### config.mk
export PLATFORM = sky130hd
export DESIGN_NAME = axi_lite_mem_slave
export DESIGN_NICKNAME = d
export VERILOG_FILES = /design/src/rtl/dmem_pkg.sv /design/src/rtl/axi_lite_mem_slave.sv
export VERILOG_INCLUDE_DIRS = /design/src /design/src/rtl
export SDC_FILE = /design/constraint.sdc
export NUM_CORES = 1
export LEC_CHECK = 0
export BUFFER_PORTS_ARGS = -buffer_cell sky130_fd_sc_hd__buf_2
export CAP_MARGIN = 20
export CORE_ASPECT_RATIO = 1.25
export CORE_MARGIN = 2
export CORE_UTILIZATION = 32
export CTS_CLUSTER_DIAMETER = 100
export DETAILED_ROUTE_END_ITERATION = 8
export GPL_ROUTABILITY_DRIVEN = 0
export PLACE_DENSITY = 0.56
export SYNTH_ARGS = -nofsm -noshare
export SYNTH_HDL_FRONTEND = slang
export SYNTH_SLANG_ARGS = --single-unit
### constraint.sdc
create_clock -name clk -period 4.65 [get_ports clk]
set_input_delay 0.6975 -clock clk [delete_from_list [all_inputs] [get_ports clk]]
set_output_delay 0.6975 -clock clk [all_outputs]
set_load 0.005 [all_outputs]
### src/rtl/dmem_defines.svh
`ifndef DMEM_DEFINES_SVH
`define DMEM_DEFINES_SVH

// Byte address width seen by both masters.
`define DMEM_ADDR_WIDTH 16

// Data word width.
`define DMEM_DATA_WIDTH 32

// 1024 words, 4 KiB.
`define DMEM_DEPTH_LOG2 10

`endif

### src/rtl/dmem_pkg.sv
`include "dmem_defines.svh"

package dmem_pkg;

  typedef logic [`DMEM_ADDR_WIDTH-1:0]   addr_t;
  typedef logic [`DMEM_DATA_WIDTH-1:0]   data_t;
  typedef logic [`DMEM_DATA_WIDTH/8-1:0] be_t;  // One bit per byte.

  // Payload that goes with a req strobe.
  typedef struct packed {
    addr_t addr;
    logic  we;
    be_t   be;
    data_t wdata;
  } mem_req_t;

  typedef enum logic [1:0] {
    IDLE, MEM_REQ, MEM_WAIT, RESP
  } axi_slave_state_t;

endpackage

### src/rtl/axi_lite_mem_slave.sv
`timescale 1ns/10ps

module axi_lite_mem_slave import dmem_pkg::*;
(
  input  logic     clk,
  input  logic     rst_n,

  input  logic     awvalid_i,
  output logic     awready_o,
  input  addr_t    awaddr_i,

  input  logic     wvalid_i,
  output logic     wready_o,
  input  data_t    wdata_i,
  input  be_t      wstrb_i,

  output logic     bvalid_o,
  input  logic     bready_i,

  input  logic     arvalid_i,
  output logic     arready_o,
  input  addr_t    araddr_i,

  output logic     rvalid_o,
  input  logic     rready_i,
  output data_t    rdata_o,

  output logic     mem_req_o,
  output mem_req_t mem_req_data_o,
  input  logic     mem_gnt_i,
  input  logic     mem_rvalid_i,
  input  data_t    mem_rdata_i
);

  axi_slave_state_t state_q;
  logic             aw_full_q;
  logic             w_full_q;
  logic             is_write_q;
  addr_t            aw_addr_q;
  data_t            w_data_q;
  be_t              w_strb_q;
  mem_req_t         req_q;
  data_t            rdata_q;

  logic aw_hs;
  logic w_hs;
  logic ar_hs;
  logic wr_launch;

  assign awready_o = (state_q == IDLE) && !aw_full_q;
  assign wready_o  = (state_q == IDLE) && !w_full_q;
  assign arready_o = (state_q == IDLE) && !(aw_full_q && w_full_q);  // Full write wins.

  assign aw_hs     = awvalid_i && awready_o;
  assign w_hs      = wvalid_i && wready_o;
  assign ar_hs     = arvalid_i && arready_o;
  assign wr_launch = (state_q == IDLE) && aw_full_q && w_full_q;

  assign mem_req_o      = (state_q == MEM_REQ);
  assign mem_req_data_o = req_q;

  assign bvalid_o = (state_q == RESP) && is_write_q;
  assign rvalid_o = (state_q == RESP) && !is_write_q;
  assign rdata_o  = rdata_q;

  always_ff @(posedge clk, negedge rst_n)
  begin
    if (!rst_n)
    begin
      state_q    <= IDLE;
      aw_full_q  <= 1'b0;
      w_full_q   <= 1'b0;
      is_write_q <= 1'b0;
    end
    else
    begin
      if (aw_hs)
        aw_full_q <= 1'b1;
      if (w_hs)
        w_full_q <= 1'b1;

      case (state_q)
        IDLE:
        begin
          if (wr_launch)
          begin
            aw_full_q  <= 1'b0;
            w_full_q   <= 1'b0;
            is_write_q <= 1'b1;
            state_q    <= MEM_REQ;
          end
          else if (ar_hs)
          begin
            is_write_q <= 1'b0;  // Write buffers, if any, wait for the next pass.
            state_q    <= MEM_REQ;
          end
        end
        MEM_REQ:
        begin
          if (mem_gnt_i)
            state_q <= MEM_WAIT;
        end
        MEM_WAIT:
        begin
          if (mem_rvalid_i)
            state_q <= RESP;
        end
        RESP:
        begin
          if (is_write_q ? bready_i : rready_i)
            state_q <= IDLE;
        end
        default: state_q <= IDLE;
      endcase
    end
  end

  always_ff @(posedge clk)
  begin
    if (aw_hs)
      aw_addr_q <= awaddr_i;
    if (w_hs)
    begin
      w_data_q <= wdata_i;
      w_strb_q <= wstrb_i;
    end
    if (wr_launch)
      req_q <= '{addr: aw_addr_q, we: 1'b1, be: w_strb_q, wdata: w_data_q};
    else if (ar_hs)
      req_q <= '{addr: araddr_i, we: 1'b0, be: '1, wdata: '0};  // Full word read.
    if (state_q == MEM_WAIT && mem_rvalid_i)
      rdata_q <= mem_rdata_i;
  end

endmodule

==> out/metrics.csv <==
metric,value,unit
min_period,2.857,ns
critPathKind,reg -> reg,
vias,2788,
hold_path.class,in -> async,
synthTopCellsByArea,"edfxtp_1 (83%), and2_1 (4.5%), a22o_1 (2.9%)",
worstSetupStartpointType,register,
rsz0062_at_grt,false,
synth_edf_count,136,
synthArstFlopShare,0.03521,
cts.sinks,142,
crit_fanout,57,
cp_cell_sequence,inv_1 -> ha_1 -> and3_2 -> buf_4 -> or2_2 -> buf_4,
clock_power_share,0.333,
fmax,350.0,MHz
place_area,6106,sq um
setup_violations,0,
grt_use_total,0.1297,
synth_common_cells,"edfxtp_1 (136), and2_1 (35), a22o_1 (16)",
finalNonFillerCells,647,
hold_viol,0,
multi_input_area,604.3,sq um
fin_nets,564,
crit_slowest_cell,or2_2,
cts_buffers,17,
post-route-period-util,0.6145,
setup-tns-final,0,ns
holdWs,0.09660,ns
leakage,2.759,nW
p_per_area,598.1,nW/um^2
die-height,142.5,um
maxCapViolations,0,
ctsHoldBuffers,0,
die_area,16360,sq um
synthDominantCellAreaShare,0.8318,
core,15010,sq um
cts_buffer_depth,2,
ant_nets,0,
regArea,4229,sq um
worstPathRequired,4.72,ns
drt_pass1_iterations,4,
cts_setup_buffers,0,
crit_top_cell,buf_4,
synth_ff_type,edfxtp_1,
areaGrowthSynthToFinish,36.39,%
clkLatencyLatePin,0.41,ns
start_util,0.3270,
p_total,4.005,mW
io_buffers,199,
grt_pass1_vias,3002,
relSlewSlack,0.4412,
yosys.cell_count.top_type,edfxtp_1,
layout-drive-gt1-share,0.5172,
internal_power,2.939,mW
post-route-worst-setup-slack,1.793,ns
syn-instance-count,239,
syn_area_per_cell,20.54,sq um
place_worst_setup_slack,1.734,ns
post_cts_resized,0,
syn_nets,352,
worst_pin_slew,0.8381,ns
fp-row-count,50,
ios,200,
power_switching,1.066,mW
cts_tree,yes,
ys_types,26,
p_sw_frac,0.2662,
fillers,1361,
totalWireLength,10420,um
crit_path_max_incr_delay,0.60,ns
wire_per_inst,16.10,um
grt_pass1_wl,15460,um
p_comb_frac,0.193,
yosys_warnings,0,
h-tree-depth,4,
fp.dieW,114.8,um
grt_max_degree,58,
arrival,2.93,ns
dpl.cell_count,614,
hpwlAfterDp,7549,um
vias_per_cell,4.309,
fin_util,0.4460,
status,"finished, final reports clean",
antenna_found_initial,1,
power.share.sequential,0.475,
path_clk_slew,0.06,ns
skew,0.008576,ns
slew_viol_final,0,
gr-total-overflow,0,
ir_worst_vdd,0.2336,mV
initialDrtViolationCount,184,
end_kind,register,
postLayoutCellArea,6696,sq um
syn_area,4910,sq um
ys_seq_elements,142,
synth_top_area_cell,edfxtp_1,
seq_area_frac_synth,0.8614,
cts-root-buf,clkbuf_16,
drc,0,
-- critical path: cells and delay by family (launching register included) --
kind                       cells  cell delay [ns]
adders and majority gates      1             0.29
buffers and inverters          3             0.99
DFF                            1             0.40
and+or+nand+nor                2             0.81
-- registers in the layout, indices dropped and copies added, names as in the netlist --
signal and cells:
state_q 2, w_strb_q 4, is_write_q 1, rdata_o 32
w_full_q 1, aw_full_q 1, mem_req_data_o 53, aw_addr_q 16
w_data_q 32
-- routing by layer --
| metal | global-route usage | up-vias | routed length (um) |
|---|---|---|---|
| li1 | - | 1332 | - |
| met1 | 0.1349 | 1323 | 3974 |
| met2 | 0.2236 | 112 | 5564 |
| met3 | 0.04855 | 21 | 582 |
| met4 | 0.07356 | 0 | 297 |
| met5 | 0 | - | 0 |
-- power groups by stage --
stage	Clock (mW)	Sequential [mW]	Combinational (mW)
final	1.33	1.90	0.773
after global routing	1.42	1.93	0.867
after CTS	1.37	1.90	0.795
after detailed placement	0	1.93	0.794
after global placement	0	1.92	0.777
after floorplan	0	1.94	0.386
-- placed cells by master, fill, tap and decap left out, drive strengths merged --
| cell | Yosys | layout |
|---|---|---|
| buf | 4 | 202 |
| edfxtp | 136 | 136 |
| and2 | 36 | 36 |
| clkbuf | 5 | 18 |
| a22o | 16 | 16 |
| inv | 7 | 11 |
| nor2 | 5 | 5 |
| dfrtp | 5 | 5 |
| clkinv | 0 | 5 |
| a21o | 4 | 4 |
| ha | 4 | 4 |
| clkinvlp | 0 | 3 |
| and3 | 2 | 2 |
| nand2 | 2 | 2 |
| a21oi | 2 | 2 |
| bufinv | 0 | 2 |
| and2b | 2 | 2 |
| diode | 0 | 1 |
| or2 | 1 | 1 |
| nor2b | 1 | 1 |
| or2b | 1 | 1 |
| o221ai | 1 | 1 |
| a221oi | 1 | 1 |
| mux2i | 1 | 1 |
| mux2 | 1 | 1 |
| o21bai | 1 | 1 |
| dfxtp | 1 | 1 |
-- worst paths after layout --
check,startpoint,to,slack (ns),depth (start not counted)
setup reg to reg,state_q[0]$_DFFE_PN0P_,mem_req_data_o[43]$_DFFE_PP_,1.79,6
min in group clk,awaddr_i[2],aw_addr_q[2]$_DFFE_PP_,0.46,1
hold reg to reg,mem_req_data_o[36]$_SDFFE_PN1N_,mem_req_data_o[36]$_SDFFE_PN1N_,0.47,2
max in group asynchronous,rst_n,w_full_q$_DFF_PN0_,4.42,1
hold / removal,rst_n,aw_full_q$_DFF_PN0_,0.1,1
setup / recovery,state_q[0]$_DFFE_PN0P_,mem_req_data_o[43]$_DFFE_PP_,1.79,6
-- area by class of cell --
| cell class | instances | share of cell area |
|---|---|---|
| Timing Repair Buffer | 202 | 0.1521 |
| Clock inverter | 14 | 0.02373 |
| Multi-Input combinational cell | 81 | 0.09025 |
| Tap cell | 182 | 0.03401 |
| Clock buffer | 18 | 0.06409 |
| Sequential cell | 142 | 0.6315 |
| Antenna cell | 1 | 0.0003737 |
| Inverter | 7 | 0.003924 |
-- cell families after synthesis --
logic type,count (synthesis),synth area share
buf+inv,16,0.01580
flops,142,0.8614
mux,2,0.005096
fa+ha+maj,4,0.01019
simple gates,50,0.06218
compound gates,25,0.04536
Note: power is estimated with default switching activity, not from simulation.
