<file path="config.mk">
export PLATFORM = sky130hd
export DESIGN_NAME = ram_mux
export DESIGN_NICKNAME = d
export VERILOG_FILES = /design/src/rtl/dmem_pkg.sv /design/src/rtl/ram_mux.sv
export VERILOG_INCLUDE_DIRS = /design/src /design/src/rtl
export SDC_FILE = /design/constraint.sdc
export NUM_CORES = 1
export LEC_CHECK = 0
export ABC_AREA = 1
export BUFFER_PORTS_ARGS = -buffer_cell sky130_fd_sc_hd__clkbuf_2
export CAP_MARGIN = 20
export CORE_AREA = 2 2 104 106
export DETAILED_ROUTE_END_ITERATION = 6
export DIE_AREA = 0 0 106 108
export PLACE_DENSITY = 0.44
export SLEW_MARGIN = 20
export SYNTH_ARGS = -nofsm -noshare
export SYNTH_HDL_FRONTEND = slang
export SYNTH_SLANG_ARGS = --single-unit
</file>
<file path="constraint.sdc">
create_clock -name clk -period 1.3 [get_ports clk]
set_input_delay 0.13 -clock clk [delete_from_list [all_inputs] [get_ports clk]]
set_output_delay 0.13 -clock clk [all_outputs]
set_load 0.01 [all_outputs]
</file>
<file path="src/rtl/dmem_defines.svh">
`ifndef DMEM_DEFINES_SVH
`define DMEM_DEFINES_SVH

// Byte address width seen by both masters.
`define DMEM_ADDR_WIDTH 16

// Data word width.
`define DMEM_DATA_WIDTH 32

// 1024 words, 4 KiB.
`define DMEM_DEPTH_LOG2 10

`endif

</file>
<file path="src/rtl/dmem_pkg.sv">
`include "dmem_defines.svh"

package dmem_pkg;

  typedef logic [`DMEM_ADDR_WIDTH-1:0]   addr_t;
  typedef logic [`DMEM_DATA_WIDTH-1:0]   data_t;
  typedef logic [`DMEM_DATA_WIDTH/8-1:0] be_t;  // One bit per byte.

  // Payload that goes with a req strobe.
  typedef struct packed {
    addr_t addr;
    logic  we;
    be_t   be;
    data_t wdata;
  } mem_req_t;

  typedef enum logic [1:0] {
    IDLE, MEM_REQ, MEM_WAIT, RESP
  } axi_slave_state_t;

endpackage

</file>
<file path="src/rtl/ram_mux.sv">
`timescale 1ns/10ps

module ram_mux import dmem_pkg::*;
(
  input  logic     clk,
  input  logic     rst_n,

  input  logic     port0_req_i,
  input  mem_req_t port0_req_data_i,
  output logic     port0_gnt_o,
  output logic     port0_rvalid_o,
  output data_t    port0_rdata_o,

  input  logic     port1_req_i,
  input  mem_req_t port1_req_data_i,
  output logic     port1_gnt_o,
  output logic     port1_rvalid_o,
  output data_t    port1_rdata_o,

  output logic     ram_en_o,
  output mem_req_t ram_req_o,
  input  data_t    ram_rdata_i
);

  always_comb
  begin
    port0_gnt_o = 1'b0;
    port1_gnt_o = 1'b0;
    if (port0_req_i)
    begin
      port0_gnt_o = 1'b1;  // Core always wins.
    end
    else if (port1_req_i)
    begin
      port1_gnt_o = 1'b1;
    end
  end

  assign ram_en_o  = port0_req_i | port1_req_i;
  assign ram_req_o = port0_req_i ? port0_req_data_i : port1_req_data_i;

  assign port0_rdata_o = ram_rdata_i;  // Broadcast, qualified by rvalid.
  assign port1_rdata_o = ram_rdata_i;

  always_ff @(posedge clk, negedge rst_n)
  begin
    if (!rst_n)
    begin
      port0_rvalid_o <= 1'b0;
      port1_rvalid_o <= 1'b0;
    end
    else
    begin
      port0_rvalid_o <= port0_gnt_o;
      port1_rvalid_o <= port1_gnt_o;
    end
  end

endmodule

</file>
==> metrics.md, run 1 <==
| Metric | Value |
|---|---|
| Hold_sp | port1_req_i |
| Initial DRC Count | 53 |
| Power Density | 498.9 nW/um^2 |
| Worst-Margin Slew | 0.3647 ns |
| Num Clock Sinks | 2 |
| Mapped cell area | 1260 um^2 |
| Register area share after synthesis | 0.03972 |
| Netlist cell types | 7 |
| Met1 Resource Use GR | 0.06650 |
| Antenna-violating nets left | 0 |
| HPWL Detailed | 3721 um |
| Final core utilization | 0.1705 |
| WP data required | 1.17 ns |
| Per-cell routed wire length | 9.412 um |
| Max-slew headroom | 0.7568 |
| Hold Path End | port1_rvalid_o$_DFF_PN0_ |
| Critical Path AT | 0.89 ns |
| Slew Limit Fails | 0 |
| Reg clk slew, reported paths | 0.03 ns |
| Hold path cells | 3 |
| Leading cell type in the layout, fill and taps excluded | clkbuf_2 |
| Synthesized area per cell | 5.228 um^2 |
| Hold slack | 0.1489 ns |
| Overall Global Routing Usage | 0.06799 |
| Root Driver | clkbuf_8 |
| Synthesized net count | 383 |
| Number of fill cells in the layout | 1,219 |
| RSZ-0062 raised after global routing | false |
| Hold WC Path Type | input pin to register |
| Die Area | 11,450 um^2 |
| Min cycle time layout | 1.018 ns |
| Die Y-Extent | 108 um |
| GRT Residual Overflow | 0 |
| I/O Buffers | 167 |
| N_diodes | 0 |
| Max Cap Violations | 0 |
| Internal | 530.4 uW |
| Sequential share of power | 0.077 |
| Via-per-instance ratio | 3.440 |
| Max Freq | 0.9819 GHz |
| Final Hold Viols | 0 |
| Crit path capture type | primary output |
| Die width | 106 um |
| Final Setup Violations | 0 |
| Met2 GRT Util | 0.1336 |
| Crit start category | input pin |
| Nets@finish | 481 |
| Setup TNS | 0 ns |
| Final Cycle Share | 0.7834 |
| Switching part of the total | 0.3905 |
| GPL Wtd Cong | 0.6717 |
| Cell Rows | 37 |
| Pin count of the biggest net entering global routing | 57 |
| Slowest stage cell, crit path | buf_12 |
| Synth warnings | 0 |
| Post-synthesis register bit count | 2 |
| Peak VDD IR | 0.1799 mV |
| Num CTS Buffers | 3 |
| Post-CTS Setup Bufs | 0 |
| Combinational power share | 0.645 |
| Area Overhead vs Synth | 38.43% |
| Share of layout cells above drive strength 1 | 0.5104 |
| First-pass GRT wire length | 6306 um |
| Status | complete, no violations |
| Met3 Use GR | 0.01025 |
| CP Class | input pin to primary output |
| IO Count | 264 |
| GR peak layer | met2 |
| DR DRC count | 0 |
| Vias in the first global route | 1,466 |
| Initial antenna violation count | 0 |
| Clk pwr share | 0.279 |
| Sw Pwr | 339.8 uW |
| Crit path max fanout | 56 |
| H-tree depth | 1 |
| Final wirelength | 4452 um |
| Vias | 1,627 |
| Initial Util | 0.1232 |
| Most frequent cells in the layout | clkbuf_2 (167), nand2_1 (160), clkbuf_8 (3) |
| Core area | 10,230 um^2 |
| Drt pass-1 iters | 4 |
| CTS tree | yes |
| CP max stage delay | 0.26 ns |
| Total power | 870.1 uW |
| Worst path cell trace | clkbuf_2, buf_12, nand2_1, nand2_1, clkbuf_2 |
| Leakage | 1.237 nW |
| Mapped Cells | 241 |
| Buffer depth of the longest clock path | 2 |
area by class of cell:
type,instances,area (um^2),area share
clock buffer,3,41.29,0.02367
inverter,2,12.51,0.007174
timing repair buffer,169,865.8,0.4964
tap,136,170.2,0.09756
sequential,2,50.05,0.02869
multi-input combinational,161,604.3,0.3465
registers in the layout (all words and copies together), names as in the netlist:
name and cells:
port0_rvalid_o 1, port1_rvalid_o 1
power by group through the flow:
stage | logic (mW) | registers, mW | clock network (mW)
after floorplan | 0.469 | 0.0691 | 0
after global placement | 0.565 | 0.0672 | 0
after detailed placement | 0.569 | 0.0673 | 0
after CTS | 0.574 | 0.0667 | 0.251
after global routing | 0.630 | 0.0669 | 0.257
final | 0.561 | 0.0666 | 0.243
cells in the mapped netlist (all sizes together):
cell type,instances,area [um^2]
dfrtp,2,50.05
nor2,1,3.750
nand2,160,600.6
buf,76,593.1
inv,2,12.51
how the worst max path moves through the flow:
stage / from / to
finish: port0_req_i / ram_req_o[27]
global placement: port0_req_i / ram_req_o[10]
detailed placement: port0_req_i / ram_req_o[10]
global route: port0_req_i / ram_req_o[12]
CTS: port0_req_i / ram_req_o[10]
floorplan: port0_req_i / port1_gnt_o
logic make-up (layout without fill, tap and decap cells):
group / Yosys count / in the layout / synth area share
buffers and inverters: 78 / 174 / 0.4806
DFF: 2 / 2 / 0.03972
and+or+nand+nor: 161 / 161 / 0.4796
through the flow:
stage	setup slack, ns	std cells	area, um^2
2_1_floorplan	0.5570	241	1260
3_3_place_gp	0.2491	469	1693
3_5_place_dp	0.2486	469	1693
4_1_cts	0.2476	473	1744
5_1_grt	0.1467	473	1744
6_report	0.2816	473	1744
routing by layer:
layer	routed length, um	share of wire	up-vias
met5	0	0	-
met4	201	0.045	0
met3	407	0.091	27
met2	2278	0.51	113
met1	1565	0.35	648
li1	-	-	839
repair_timing:
item                                   in CTS  in global routing
resized for setup                           0                  0
endpoints found under the hold margin       2                  0
hold buffers                                1                  0
worst max-delay path, delay by kind of cell:
family | cells | cell delay, ns
AND/OR/NAND/NOR | 2 | 0.20
buffers and inverters | 3 | 0.54
Note: power is estimated with default switching activity, not from simulation.
==> run 2: changes to the inputs <==
- CORE_AREA: 2 2 104 106 -> 2 2 102 104
- DIE_AREA: 0 0 106 108 -> 0 0 104 106
- PLACE_DENSITY: 0.44 -> 0.45
- clock period: 1.3 -> 1.1 ns (I/O delays scaled with it)
==> metrics.md, run 2 (same netlist as run 1, synthesis figures left out) <==
| Metric | Value |
|---|---|
| Combinational power share | 0.643 (-0.002) |
| Overall Global Routing Usage | 0.06999 (+0.002008) |
| Sequential share of power | 0.077 (about the same) |
| Core area | 10000 um^2 (-2.3%) |
| Crit path max fanout | 25 (-55%) |
| Hold WC Path Type | input pin to register |
| Die width | 104 um (-1.9%) |
| Num Clock Sinks | 2 (unchanged) |
| Cell Rows | 37 (unchanged) |
| Most frequent cells in the layout | clkbuf_2 (167), nand2_1 (160), clkbuf_8 (3) |
| Initial antenna violation count | 0 (unchanged) |
| Per-cell routed wire length | 8.823 um (-6.3%) |
| Leakage | 1.240 nW (+0.24%) |
| Power Density | 582.8 nW/um^2 (+17%) |
| Internal | 625.3 uW (+18%) |
| Vias in the first global route | 1,530 (+4.4%) |
| Root Driver | clkbuf_8 |
| Worst-Margin Slew | 0.2940 ns (-0.07074 ns) |
| Initial Util | 0.1260 (+0.002851) |
| Crit path capture type | primary output |
| I/O Buffers | 167 (unchanged) |
| Area occupied by multi-input gates | 604.3 um^2 (unchanged) |
| Hold slack | 0.1316 ns (-0.01727 ns) |
| Non-Filler Instances | 474 (+0.21%) |
| Placed cells | 470 (+0.21%) |
| Pin count of the biggest net entering global routing | 55 (-3.5%) |
| Die Y-Extent | 106 um (-1.9%) |
| H-tree depth | 1 (unchanged) |
| DR DRC count | 0 (unchanged) |
| Final Setup Violations | 0 (unchanged) |
| Max-slew headroom | 0.8040 (+0.04716) |
| CP Class | input pin to primary output |
| Max Cap Violations | 0 (unchanged) |
| Drt pass-1 iters | 4 (unchanged) |
| Antenna-violating nets left | 0 (unchanged) |
| Biggest regs | port0_rvalid_o x1, port1_rvalid_o x1 |
| Via-per-instance ratio | 3.432 (-0.21%) |
| Nets@finish | 482 (+0.21%) |
| Switching part of the total | 0.3853 (-0.005195) |
| N_diodes | 0 (unchanged) |
| IO Count | 264 (unchanged) |
| Post-CTS Setup Bufs | 0 (unchanged) |
| GRT Residual Overflow | 0 (unchanged) |
| Num CTS Buffers | 3 (unchanged) |
| First-pass GRT wire length | 6499 um (+3.1%) |
| HPWL Detailed | 3470 um (-6.8%) |
| Die Area | 11,020 um^2 (-3.7%) |
| Peak VDD IR | 0.2157 mV (+20%) |
| Leading cell type in the layout, fill and taps excluded | clkbuf_2 |
| WP data required | 0.99 ns (-0.18 ns) |
| Final wirelength | 4182 um (-6.1%) |
| Slowest stage cell, crit path | buf_4 |
| CP max stage delay | 0.29 ns (+0.03 ns) |
| Reg clk slew, reported paths | 0.03 ns (about the same) |
| Max Freq | 0.9926 GHz |
| Area Overhead vs Synth | 38.53% (about the same) |
| Area occupied by registers | 50.05 um^2 (unchanged) |
| Sw Pwr | 391.9 uW (+15%) |
| Initial DRC Count | 80 (+51%) |
| Clk pwr share | 0.280 (about the same) |
| Final core utilization | 0.1746 (+0.004072) |
| CTS tree | yes |
| Crit start category | input pin |
| Final Cycle Share | 0.9158 |
| Share of layout cells above drive strength 1 | 0.5118 (+0.001449) |
| Setup TNS | 0 ns (unchanged) |
| Min cycle time layout | 1.007 ns |
| Slew Limit Fails | 0 (unchanged) |
| Buffer depth of the longest clock path | 2 (unchanged) |
| Critical Path AT | 0.90 ns (about the same) |
| GPL Wtd Cong | 0.6770 (+0.79%) |
| Status | complete, no violations |
| Final Hold Viols | 0 (unchanged) |
| Vias | 1,627 (unchanged) |
| Worst path cell trace | clkbuf_2, buf_4, nand2_1, nand2_1, clkbuf_2 |
| Number of fill cells in the layout | 1,191 (-2.3%) |
run 2: layout make-up:
| type | count | share of cell area |
|---|---|---|
| Timing Repair Buffer | 170 | 0.4953 |
| Clock buffer | 3 | 0.02366 |
| Sequential cell | 2 | 0.02867 |
| Inverter | 2 | 0.008602 |
| Tap cell | 136 | 0.09749 |
| Multi-Input combinational cell | 161 | 0.3462 |
run 2: path summary, 6_finish.rpt:
kind	slack [ns]	cells after the start	from	to
min	0.13	1	port0_req_i	port0_rvalid_o$_DFF_PN0_
max in group asynchronous	0.78	2	rst_n	port1_rvalid_o$_DFF_PN0_
min in group asynchronous	0.23	2	rst_n	port0_rvalid_o$_DFF_PN0_
max	0.09	5	port0_req_i	ram_req_o[1]
run 2: timing repair:
action,4_1_cts,5_1_grt
hold endpoints to repair,2,0
hold buffers,1,0
gates resized for setup,0,2
setup endpoints to repair,0,1
run 2: power groups by stage:
| stage | combinational, mW | clock [mW] | sequential, mW |
|---|---|---|---|
| 2_1_floorplan | 0.554 | 0 | 0.0817 |
| 3_3_place_gp | 0.654 | 0 | 0.0795 |
| 3_5_place_dp | 0.657 | 0 | 0.0796 |
| 4_1_cts | 0.662 | 0.298 | 0.0788 |
| 5_1_grt | 0.743 | 0.303 | 0.0792 |
| 6_report | 0.654 | 0.285 | 0.0787 |
run 2: metal layers:
layer | vias up | routed length (um) | GRT usage
met5 | - | 0 | 0
met3 | 27 | 447 | 0.01717
li1 | 840 | - | -
met1 | 657 | 1328 | 0.06236
met2 | 103 | 2156 | 0.1339
met4 | 0 | 250 | 0.05598
run 2: worst max-delay path, delay by kind of cell:
| kind | cells | cell delay [ns] |
|---|---|---|
| buffers and inverters | 3 | 0.61 |
| AND/OR/NAND/NOR | 2 | 0.18 |
run 2: stage by stage:
| step | cell area, um^2 | total power, mW | setup WS (ns) |
|---|---|---|---|
| floorplan | 1260 | 0.6360 | 0.3965 |
| global placement | 1688 | 0.7335 | 0.1061 |
| detailed placement | 1688 | 0.7362 | 0.09752 |
| CTS | 1739 | 1.039 | 0.09804 |
| global route | 1745 | 1.125 | -0.009894 |
| finish | 1745 | 1.017 | 0.09257 |
==> run 3: changes to the inputs <==
- SETUP_SLACK_MARGIN: unset -> 0.4
==> metrics.md, run 3 (same netlist as run 1, synthesis figures left out) <==
| Metric | Value |
|---|---|
| HPWL Detailed | 3728 um (+7.4%) |
| CTS tree | yes |
| Setup TNS | 0 ns (unchanged) |
| Max Cap Violations | 0 (unchanged) |
| Final core utilization | 0.2374 (+0.06281) |
| Num Clock Sinks | 2 (unchanged) |
| GRT Residual Overflow | 0 (unchanged) |
| Overall Global Routing Usage | 0.09071 (+0.02072) |
| Die width | 104 um (unchanged) |
| Die Y-Extent | 106 um (unchanged) |
| Leading cell type in the layout, fill and taps excluded | nand2_1 |
| Final wirelength | 5954 um (+42%) |
| GPL Wtd Cong | 0.6720 (-0.74%) |
| Final Setup Violations | 0 (unchanged) |
| Critical Path AT | 0.82 ns (-0.08 ns) |
| Initial DRC Count | 82 (+2.5%) |
| DR DRC count | 0 (unchanged) |
| Crit path capture type | primary output |
| Biggest regs | port0_rvalid_o x1, port1_rvalid_o x1 |
| Number of fill cells in the layout | 1,118 (-6.1%) |
| Pin count of the biggest net entering global routing | 24 (-56%) |
| Worst path cell trace | clkbuf_16, inv_12, buf_12, clkbuf_16, nand2_2, nand2_1, buf_2 |
| Area Overhead vs Synth | 88.38% |
| Core area | 10000 um^2 (unchanged) |
| H-tree depth | 1 (unchanged) |
| Crit start category | input pin |
| Nets@finish | 500 (+3.7%) |
| Vias in the first global route | 1,630 (+6.5%) |
| CP Class | input pin to primary output |
| WP data required | 0.99 ns (about the same) |
| RSZ-0062 raised after global routing | true |
| Max-slew headroom | 0.8888 (+0.08477) |
| Final Cycle Share | 0.8494 (-0.06643) |
| Per-cell routed wire length | 12.10 um (+37%) |
| Most frequent cells in the layout | nand2_1 (121), clkbuf_2 (116), buf_2 (40) |
| Cell Rows | 37 (unchanged) |
| Antenna-violating nets left | 0 (unchanged) |
| Peak VDD IR | 0.2455 mV (+14%) |
| Drt pass-1 iters | 4 (unchanged) |
| Vias | 1,793 (+10%) |
| Final Hold Viols | 0 (unchanged) |
| Buffer depth of the longest clock path | 2 (unchanged) |
| Area occupied by registers | 50.05 um^2 (unchanged) |
| Share of layout cells above drive strength 1 | 0.6489 (+0.1370) |
| Min cycle time layout | 0.9344 ns (-0.07307 ns) |
| Worst-Margin Slew | 0.1667 ns (-0.1273 ns) |
| Initial Util | 0.1260 (unchanged) |
| Slew Limit Fails | 0 (unchanged) |
| Num CTS Buffers | 3 (unchanged) |
| CP max stage delay | 0.16 ns (-0.13 ns) |
| N_diodes | 0 (unchanged) |
| Root Driver | clkbuf_8 |
| First-pass GRT wire length | 7810 um (+20%) |
| Total power | 1.330 mW (+31%) |
| I/O Buffers | 167 (unchanged) |
| Slowest stage cell, crit path | clkbuf_16 |
| Crit path max fanout | 6 (-76%) |
| Power Density | 560.5 nW/um^2 (-3.8%) |
| Hold slack | 0.2200 ns (+0.08841 ns) |
| Crit path top cell by count | clkbuf_16 |
| Hold WC Path Type | input pin to primary output |
| Status | complete, no violations |
| Max Freq | 1.070 GHz (+7.8%) |
| Leakage | 1.510 nW (+22%) |
| Via-per-instance ratio | 3.644 (+6.2%) |
| Initial antenna violation count | 0 (unchanged) |
| IO Count | 264 (unchanged) |
| Area occupied by multi-input gates | 764.5 um^2 (+27%) |
| Die Area | 11,020 um^2 (unchanged) |
[run 3: cell types whose count changed in the layout (fill, tap and decap cells not counted), sizes merged]
cell,delta
buf,+64
clkbuf,-46
[run 3: timing repair]
| item | 4_1_cts | 5_1_grt |
|---|---|---|
| hold buffers | 1 | 0 |
| buffers inserted | 4 | 3 |
| gates resized for setup | 29 | 93 |
| endpoints found under the setup margin | 58 | 58 |
| hold endpoints to repair | 2 | 0 |
| gates cloned | 4 | 5 |
| pin swaps | 1 | 8 |
[run 3: stage by stage]
step | worst slack (ns) | instances | instance area, um^2
floorplan | 0.4227 | 241 | 1262
CTS | 0.1742 | 484 | 2059
finish | 0.1656 | 492 | 2374
detailed placement | 0.1653 | 472 | 1743
global placement | 0.1830 | 472 | 1743
global route | 0.1367 | 492 | 2374
[run 3: power by group]
group | switching, mW | total (mW) | internal, mW
Clock | 0.0642 | 0.296 | 0.232
Sequential | 0.000828 | 0.0787 | 0.0779
Combinational | 0.442 | 0.956 | 0.513
[run 3: worst max-delay path, delay by kind of cell]
| family | cells | cell delay, ns |
|---|---|---|
| and+or+nand+nor | 2 | 0.09 |
| buffers and inverters | 5 | 0.62 |
[run 3: cell type report]
type	instances	area share
sequential	2	0.02109
timing repair buffer	188	0.5593
inverter	2	0.008434
tap	136	0.07169
multi-input combinational	161	0.3221
clock buffer	3	0.01740
[run 3: path summary, 6_finish.rpt]
path                                  from                  endpoint  slack, ns  cells after the start
min in group asynchronous            rst_n  port1_rvalid_o$_DFF_PN0_       0.23                      2
max                            port0_req_i             ram_req_o[21]       0.17                      7
min                        ram_rdata_i[17]         port0_rdata_o[17]       0.22                      0
max in group asynchronous            rst_n  port0_rvalid_o$_DFF_PN0_       0.77                      2
[run 3: layer usage]
layer  GRT usage  share of wire  routed length [um]  vias up
met1     0.08186           0.34                2017      768
li1            -              -                   -      880
met4     0.05502          0.047                 278        0
met2      0.1828           0.54                3215      116
met3     0.01962          0.074                 443       29
met5           0              0                   0        -
